[src/design/vga_pkg.sv]
//##########################################################################
// 640x480 frame geometry, coordinate and colour types,
// raster position and pixel colour structs
//##########################################################################
package vga_pkg;

	// horizontal geometry in pixel clocks
	localparam int h_visible = 640;
	localparam int h_front   = 16;
	localparam int h_sync    = 96;
	localparam int h_total   = 800;

	// vertical geometry in lines
	localparam int v_visible = 480;
	localparam int v_front   = 10;
	localparam int v_sync    = 2;
	localparam int v_total   = 525;

	// leftmost columns show the frame number
	localparam int gradient_width = 32;

	// x bits dropped to pick a 64-pixel strip
	localparam int strip_shift = 6;

	// pixel column or line number
	typedef logic [9:0] coord_t;

	// intensity of one channel
	typedef logic [2:0] colour_t;

	// wraps after 512 frames
	typedef logic [8:0] frame_count_t;

	// colour bar index, x / 64
	typedef logic [3:0] strip_t;

	// everything known about the pixel being scanned
	typedef struct packed {
		coord_t x;
		coord_t y;
		// inside the 640x480 area
		logic   active;
		// inside the sync pulses, active high here
		logic   hs_active;
		logic   vs_active;
	} raster_pos_t;

	// r in the top bits, b in the bottom bits
	typedef struct packed {
		colour_t r;
		colour_t g;
		colour_t b;
	} rgb_t;

endpackage

[src/design/raster_timing.sv]
//##########################################################################
// raster timing: pixel and line counters, visible area and sync flags
//##########################################################################
module raster_timing (
	input  logic                 clk,
	input  logic                 rst_n,
	output vga_pkg::raster_pos_t pos,
	output logic                 frame_end
);
	import vga_pkg::*;

	coord_t x_q;
	coord_t y_q;
	logic   x_last;
	logic   y_last;
	logic   visible;
	logic   hs_window;
	logic   vs_window;

	// last pixel of a line, last line of a frame
	assign x_last = (x_q == coord_t'(h_total - 1));
	assign y_last = (y_q == coord_t'(v_total - 1));

	// pixel counter, 0 to 799
	always_ff @(posedge clk) begin
		if (!rst_n) begin
			x_q <= '0;
		end else if (x_last) begin
			x_q <= '0;
		end else begin
			x_q <= x_q + coord_t'(1);
		end
	end

	// line counter, only moves when the pixel counter wraps
	always_ff @(posedge clk) begin
		if (!rst_n) begin
			y_q <= '0;
		end else if (x_last) begin
			if (y_last) begin
				y_q <= '0;
			end else begin
				y_q <= y_q + coord_t'(1);
			end
		end
	end

	assign visible = (x_q < coord_t'(h_visible)) && (y_q < coord_t'(v_visible));

	// hsync pulse starts right after the front porch, pixels 656 to 751
	assign hs_window = (x_q >= coord_t'(h_visible + h_front))
		&& (x_q < coord_t'(h_visible + h_front + h_sync));

	// vsync pulse on lines 490 and 491
	assign vs_window = (y_q >= coord_t'(v_visible + v_front))
		&& (y_q < coord_t'(v_visible + v_front + v_sync));

	// describes the current pixel, no extra register stage
	always_comb begin
		pos.x         = x_q;
		pos.y         = y_q;
		pos.active    = visible;
		pos.hs_active = hs_window;
		pos.vs_active = vs_window;
	end

	// one cycle wide, on pixel (799, 524)
	assign frame_end = x_last && y_last;

	counters_in_frame: assert property (
		@(posedge clk) disable iff (!rst_n)
		(x_q < coord_t'(h_total)) && (y_q < coord_t'(v_total))
	);

	// the frame strobe is always followed by the origin
	frame_wraps_to_origin: assert property (
		@(posedge clk) disable iff (!rst_n)
		frame_end |=> (x_q == '0) && (y_q == '0)
	);

endmodule

[src/design/strip_pattern.sv]
//##########################################################################
// colour bar pattern: frame counter, gradient and strip colour,
// registered colour and active-low sync outputs
//##########################################################################
module strip_pattern (
	input  logic                 clk,
	input  logic                 rst_n,
	input  vga_pkg::raster_pos_t pos,
	input  logic                 frame_end,
	output vga_pkg::rgb_t        rgb,
	output logic                 hsync,
	output logic                 vsync
);
	import vga_pkg::*;

	frame_count_t frame_q;
	strip_t       strip;
	logic         in_gradient;
	rgb_t         bar_colour;
	rgb_t         colour_next;

	// frame number, steps on the last pixel of each frame
	always_ff @(posedge clk) begin
		if (!rst_n) begin
			frame_q <= '0;
		end else if (frame_end) begin
			frame_q <= frame_q + frame_count_t'(1);
		end
	end

	// 64 pixels per strip
	assign strip = strip_t'(pos.x >> strip_shift);

	assign in_gradient = (pos.x < coord_t'(gradient_width));

	// one lit bit per strip, r2 first and b0 last
	always_comb begin
		bar_colour = '0;
		case (strip)
			strip_t'(0): begin
				bar_colour.r[2] = 1'b1;
			end
			strip_t'(1): begin
				bar_colour.r[1] = 1'b1;
			end
			strip_t'(2): begin
				bar_colour.r[0] = 1'b1;
			end
			strip_t'(3): begin
				bar_colour.g[2] = 1'b1;
			end
			strip_t'(4): begin
				bar_colour.g[1] = 1'b1;
			end
			strip_t'(5): begin
				bar_colour.g[0] = 1'b1;
			end
			strip_t'(6): begin
				bar_colour.b[2] = 1'b1;
			end
			strip_t'(7): begin
				bar_colour.b[1] = 1'b1;
			end
			strip_t'(8): begin
				bar_colour.b[0] = 1'b1;
			end
			// strips 9 and up stay dark
			default: begin
				bar_colour = '0;
			end
		endcase
	end

	// blanking first, then gradient columns, then bars
	always_comb begin
		if (!pos.active) begin
			colour_next = '0;
		end else if (in_gradient) begin
			// frame bits 8:6 to r, 5:3 to g, 2:0 to b
			colour_next = rgb_t'(frame_q);
		end else begin
			colour_next = bar_colour;
		end
	end

	// colour and sync taken from the same pixel
	always_ff @(posedge clk) begin
		if (!rst_n) begin
			rgb   <= '0;
			hsync <= 1'b1;
			vsync <= 1'b1;
		end else begin
			rgb   <= colour_next;
			hsync <= !pos.hs_active;
			vsync <= !pos.vs_active;
		end
	end

	// nothing is lit outside the visible area
	blank_outside_visible: assert property (
		@(posedge clk) disable iff (!rst_n)
		!pos.active |=> (rgb == '0)
	);

endmodule

[src/design/vga_demo_top.sv]
//##########################################################################
// VGA colour bar demo top: raster timing feeding the bar pattern
//##########################################################################
module vga_demo_top (
	input  logic          clk,
	input  logic          rst_n,
	output vga_pkg::rgb_t rgb,
	output logic          hsync,
	output logic          vsync
);
	import vga_pkg::*;

	// pixel currently being scanned
	raster_pos_t pos;

	// last pixel of the frame
	logic frame_end;

	// counters and flags for the current pixel
	raster_timing u_timing (
		.clk       (clk),
		.rst_n     (rst_n),
		.pos       (pos),
		.frame_end (frame_end)
	);

	// colour and sync, one pixel behind the counters
	strip_pattern u_pattern (
		.clk       (clk),
		.rst_n     (rst_n),
		.pos       (pos),
		.frame_end (frame_end),
		.rgb       (rgb),
		.hsync     (hsync),
		.vsync     (vsync)
	);

endmodule

[config.mk]
export PLATFORM = sky130hd
export DESIGN_NAME = vga_demo_top
export DESIGN_NICKNAME = d
export VERILOG_FILES = /design/src/design/vga_pkg.sv /design/src/design/raster_timing.sv /design/src/design/strip_pattern.sv /design/src/design/vga_demo_top.sv
export SDC_FILE = /design/constraint.sdc
export NUM_CORES = 1
export LEC_CHECK = 0
export BUFFER_PORTS_ARGS = -buffer_cell sky130_fd_sc_hd__buf_2
export CORE_ASPECT_RATIO = 0.5
export CORE_UTILIZATION = 58
export DETAILED_ROUTE_END_ITERATION = 16
export PLACE_DENSITY = 0.77
export SYNTH_ARGS = -nofsm -noshare
export SYNTH_HDL_FRONTEND = slang
export SYNTH_SLANG_ARGS = --single-unit
[constraint.sdc]
create_clock -name clk -period 2.33 [get_ports clk]
set_clock_uncertainty 0.05 [all_clocks]
set_input_delay 0.233 -clock clk [delete_from_list [all_inputs] [get_ports clk]]
set_output_delay 0.233 -clock clk [all_outputs]
set_load 0.02 [all_outputs]
=== After elaboration in Yosys (flattened, before gate mapping) ===
Index checks and enable logic that the tools add are counted.

* Eq/ne operators: 10
* Multiplexer cells: 11
* $lt $le $gt $ge: 7
* Bitwise operators: 1
* Reduce and logical (&&, ||, !) cells: 9
* Add/sub/neg operators: 3

{| class="wikitable"
|+ Operators by type and width
! cell !! count
|-
| 10-bit by 1-bit adder with 10-bit output (second input constant) || 2
|-
| 10-bit equality test (second input constant) || 2
|-
| 10-bit less-than comparator (second input constant) || 2
|-
| 10-bit by 9-bit less-than comparator with 1-bit output (second input constant) || 2
|-
| 4-bit by 3-bit equality test with 1-bit output (second input constant) || 4
|-
| 10-bit greater-or-equal comparator (second input constant) || 1
|-
| 10-bit by 9-bit greater-or-equal comparator with 1-bit output (second input constant) || 1
|-
| 10-bit by 6-bit less-than comparator with 1-bit output (second input constant) || 1
|-
| 10-bit two-way mux || 1
|-
| 9-bit by 1-bit adder with 9-bit output (second input constant) || 1
|-
| 1-bit two-way mux || 9
|-
| 9-bit two-way mux || 1
|-
| 4-bit by 2-bit equality test with 1-bit output (second input constant) || 2
|-
| 4-bit by 1-bit equality test with 1-bit output (second input constant) || 1
|-
| 4-bit equality test (second input constant) || 1
|-
| 1-bit logical AND || 4
|-
| 4-bit logical NOT || 1
|-
| 1-bit logical NOT || 2
|-
| 2-bit AND reduction || 1
|-
| 2-bit OR reduction || 1
|-
| 1-bit NOT || 1
|}

* Output and inout bits: 11
* Bits in registers: 40
* Logic and storage cells: 49

=== Depth between registers and ports, before layout ===
* Depth in word-level cells: 3
* Mapped depth: 8

=== By module ===
Synthesis repeated with hierarchy kept, for this count alone.

* Cells, all modules: 204
* Area total of the unflattened synthesis: 1,844.3 um2

{| class="wikitable"
|+ By module, submodules not included
! module !! seq. area each (um2) !! instances !! area an instance (um2) !! cells an instance
|-
| raster_timing || 400.4 || 1 || 1,047.3 || 118
|-
| strip_pattern || 400.4 || 1 || 797.0 || 86
|}

=== Worst setup path before layout ===
No wires, ideal clock.

* Path type: reg2reg
* Start point: reg u_timing.x_q[6]
* End point: reg u_pattern.frame_q[2]
* Period minus slack after synthesis: 2.051 ns
* Data required time: 2.209 ns
* Arrival: 1.930 ns
* Library setup time: 0.071 ns
* Slack: 0.279 ns
* Path buffers: 2
* Cell stages (with the launch flop): 7
* Cell sequence: dfxtp_1 or3_1 buf_2 or3_4 buf_6 or4_1 a21oi_1

* Cells in the longest elaborated chain, start to end: 2

{| class="wikitable"
|+ Ends and longest elaborated chain
! what !! line !! source
|-
| from (decl) || raster_timing.sv:12 || <nowiki>coord_t x_q;</nowiki>
|-
| from (signal assigned) || raster_timing.sv:31 || <nowiki>x_q <= x_q + coord_t'(1);</nowiki>
|-
| 10-bit equality test || raster_timing.sv:21 || <nowiki>assign x_last = (x_q == coord_t'(h_total - 1));</nowiki>
|-
| 1-bit logical AND || raster_timing.sv:68 || <nowiki>assign frame_end = x_last && y_last;</nowiki>
|-
| to (signal assigned) || strip_pattern.sv:27 || <nowiki>frame_q <= frame_q + frame_count_t'(1);</nowiki>
|-
| to (decl) || strip_pattern.sv:16 || <nowiki>frame_count_t frame_q;</nowiki>
|}

No other way between the ends.
A chain may end at the register's enable or synchronous reset.

=== Final worst setup path ===
* Start point: reg u_timing.y_q[1]
* End point: reg u_pattern.frame_q[7]

* Cells in the longest elaborated chain, start to end: 2

{| class="wikitable"
|+ Ends and longest elaborated chain
! what !! line !! source
|-
| from (decl) || raster_timing.sv:13 || <nowiki>coord_t y_q;</nowiki>
|-
| from (signal assigned) || raster_timing.sv:43 || <nowiki>y_q <= y_q + coord_t'(1);</nowiki>
|-
| 10-bit equality test || raster_timing.sv:22 || <nowiki>assign y_last = (y_q == coord_t'(v_total - 1));</nowiki>
|-
| 1-bit logical AND || raster_timing.sv:68 ||
|}

No other way between the ends.

==> reports/results.tsv <==
metric	value	unit
final_cell_mix	dfxtp_1, a21oi_1, nand3_1	
grt_pass1_wl	6.63	mm
fin_tns_setup	0	ns
min_period	2.18	ns
dieArea	3370	µm²
cp_data_required_time	2.50	ns
fillers	214	
fin_cells	271	
tightest_slew	0.455	ns
antenna_cells	0	
boundaryPins	13	
startpoint	u_timing.y_q[1]	
period_share	93.6	%
core	2780	µm²
min_path_type	primary input to register	
slew_headroom	69.6	%
antenna_found_initial	0	
final_common_cell	dfxtp_1	
vdd_drop_max	0.000430	V
yosysWarningCount	0	
endpoint_kind	register	
drcViolationCount	0	
routed_wl	4.02	mm
finalSetupViolCount	0	
fmax	458	MHz
synth_compound_area_share	11.8	%
yosys.area_share.simple	30.0	%
tritoncts	done	
clock_latency	0.29	ns
rows	13	
crit_fanout	17	
place_congestion	0.852	
synth-xor-area-share	5.30	%
portBuffers	12	
grt_max_degree	25	
muxShareOfSynthArea	0.551	%
vias_per_cell	6.13	
rr_startpoint	u_timing.y_q[1]	
synthAdderAreaFrac	3.44	%
synth_top_family_by_area	simple AND/OR/NAND/NOR gates	
synth_cells	213	
endpoint	u_pattern.frame_q[7]	
grt_setup_unrepaired	false	
seq_area_frac_synth	44.1	%
wl_per_cell	14.8	µm
drv_slew	0	
overflow	0	
grt_pass1_vias	1428	
syn_area_per_cell	8.53	µm²
cts-root-buf	clkbuf_8	
area_growth_syn_to_layout	13.2	%
synth_cell_types	34	
final_nets	240	
synth_fp_nets	220	
die_y	41.6	µm
start_util	65.3	%
yosys_register_bits	40	
r2r_cells	7	
die_x	81.2	µm
grt_usage	26.9	%
drive_gt1_share	14.5	%
synth_area	1820	µm²
postCtsSetupRepairBufs	0	
drt_first_pass_iters	4	
clock_path_buffers	2	
status	finished clean	
cp-start-kind	register	
ant_nets	0	
h-tree-depth	2	
path_clk_slew	0.07	ns
cp.arrival	2.35	ns
drt_iter0_drc	149	
p_leak	0.718	nW
reg2reg_to	u_pattern.frame_q[7]	
r2r_slack	0.15	ns
hold_viol	0	
vias	1661	
fin_util	74.0	%
cts_made_buffers	5	
power.density	579	nW/µm²
numClockSinks	40	
path_class	register to register	
maxCapViolCount	0	
dpl.hpwl	2.80	mm
dp_cells	263	
how the worst min path moves through the flow:
| stage | start | to | slack, ns | cells past startpoint |
|---|---|---|---|---|
| finish | rst_n | u_pattern.frame_q[8] | 0.25 | 3 |
| global route | rst_n | u_timing.x_q[1] | 0.25 | 2 |
| CTS | rst_n | u_pattern.frame_q[8] | 0.24 | 3 |
| detailed placement | u_timing.x_q[0] | u_timing.x_q[0] | 0.42 | 1 |
| global placement | u_timing.x_q[0] | u_timing.x_q[0] | 0.40 | 1 |
| floorplan | rst_n | u_pattern.frame_q[8] | 0.33 | 2 |
power breakdown:
group,internal (mW),switching (mW)
Clock,0.241,0.226
Combinational,0.00998,0.0201
Sequential,0.688,0.00471
Total,0.939,0.251
stage by stage:
step | total power, mW | setup slack [ns] | area (µm²) | hold slack, ns
floorplan | 0.726 | 0.279 | 1820 | 0.329
global placement | 0.736 | 0.209 | 1960 | 0.404
detailed placement | 0.738 | 0.131 | 1960 | 0.420
CTS | 1.20 | 0.100 | 2050 | 0.240
global route | 1.23 | 0.0411 | 2060 | 0.254
finish | 1.19 | 0.148 | 2060 | 0.251
area by class of cell:
type	count	area, µm²	share of cell area [%]
clock buffer	8	90.1	4.38
sequential	40	801	38.9
inverter	10	37.5	1.82
timing repair buffer	24	150	7.30
multi-input combinational	152	932	45.3
tap	37	46.3	2.25
synth_stat cells:
| cell type | n | area (µm²) |
|---|---|---|
| o41ai_1 | 2 | 17.5 |
| clkbuf_1 | 9 | 33.8 |
| and3_1 | 3 | 18.8 |
| or4b_2 | 1 | 10.0 |
| buf_2 | 1 | 5.00 |
| nor2_1 | 15 | 56.3 |
| nand4_1 | 5 | 31.3 |
| nor2b_1 | 1 | 6.26 |
| or4b_1 | 2 | 20.0 |
| nand4b_1 | 1 | 8.76 |
| xor2_1 | 4 | 35.0 |
| nand3b_1 | 2 | 15.0 |
| buf_6 | 1 | 11.3 |
| o31ai_1 | 6 | 45.0 |
| nand3_1 | 17 | 85.1 |
| ha_1 | 5 | 62.6 |
| nand2b_1 | 1 | 6.26 |
| or4_1 | 8 | 60.1 |
| nor3_1 | 8 | 40.0 |
| o21ai_1 | 1 | 5.00 |
| nor4_1 | 7 | 43.8 |
| nor4b_1 | 3 | 26.3 |
| and2_1 | 1 | 6.26 |
| mux2i_1 | 1 | 10.0 |
| or3_1 | 7 | 43.8 |
| a22oi_1 | 1 | 7.51 |
| dfxtp_1 | 40 | 801 |
| or3_4 | 1 | 11.3 |
| nand2_1 | 13 | 48.8 |
| inv_1 | 10 | 37.5 |
| o21ai_0 | 6 | 30.0 |
| a21oi_1 | 22 | 110 |
| or2_2 | 1 | 6.26 |
| xnor2_1 | 7 | 61.3 |
sequential cells by signal (all words and copies together), names as in the netlist:
| register | count |
|---|---|
| u_pattern.frame_q | 9 |
| u_pattern.hsync | 1 |
| u_pattern.vsync | 1 |
| u_timing.y_q | 10 |
| u_timing.x_q | 10 |
| u_pattern.rgb | 9 |
kinds of logic (layout without fill, tap and decap cells):
family / after synthesis / after routing
simple gates: 97 / 97
flops: 40 / 40
compound gates: 38 / 38
buf+inv: 21 / 42
xor+xnor: 11 / 11
fa+ha+maj: 5 / 5
mux: 1 / 1
per-layer routing:
| metal | global-route usage (%) | share of wire, % | vias to the layer above |
|---|---|---|---|
| met4 | 11.8 | 1.3 | 0 |
| li1 | - | - | 811 |
| met2 | 40.0 | 46 | 49 |
| met5 | 0 | 0 | - |
| met3 | 8.13 | 5.1 | 6 |
| met1 | 35.9 | 48 | 795 |
worst max-delay path, cell delays in order, from the launching register on:
cell	delay, ns
dfxtp_1	0.36
inv_1	0.10
ha_1	0.14
nand4_1	0.09
or4_4	0.51
buf_4	0.21
or4b_1	0.51
a21oi_1	0.15
repair_timing:
| item | CTS | global route |
|---|---|---|
| setup endpoints to repair | 0 | 1 |
| hold buffers | 0 | 0 |
| resized for setup | 0 | 1 |
| hold endpoints to repair | 0 | 0 |
No activity file was read; power rests on OpenSTA's default activity.
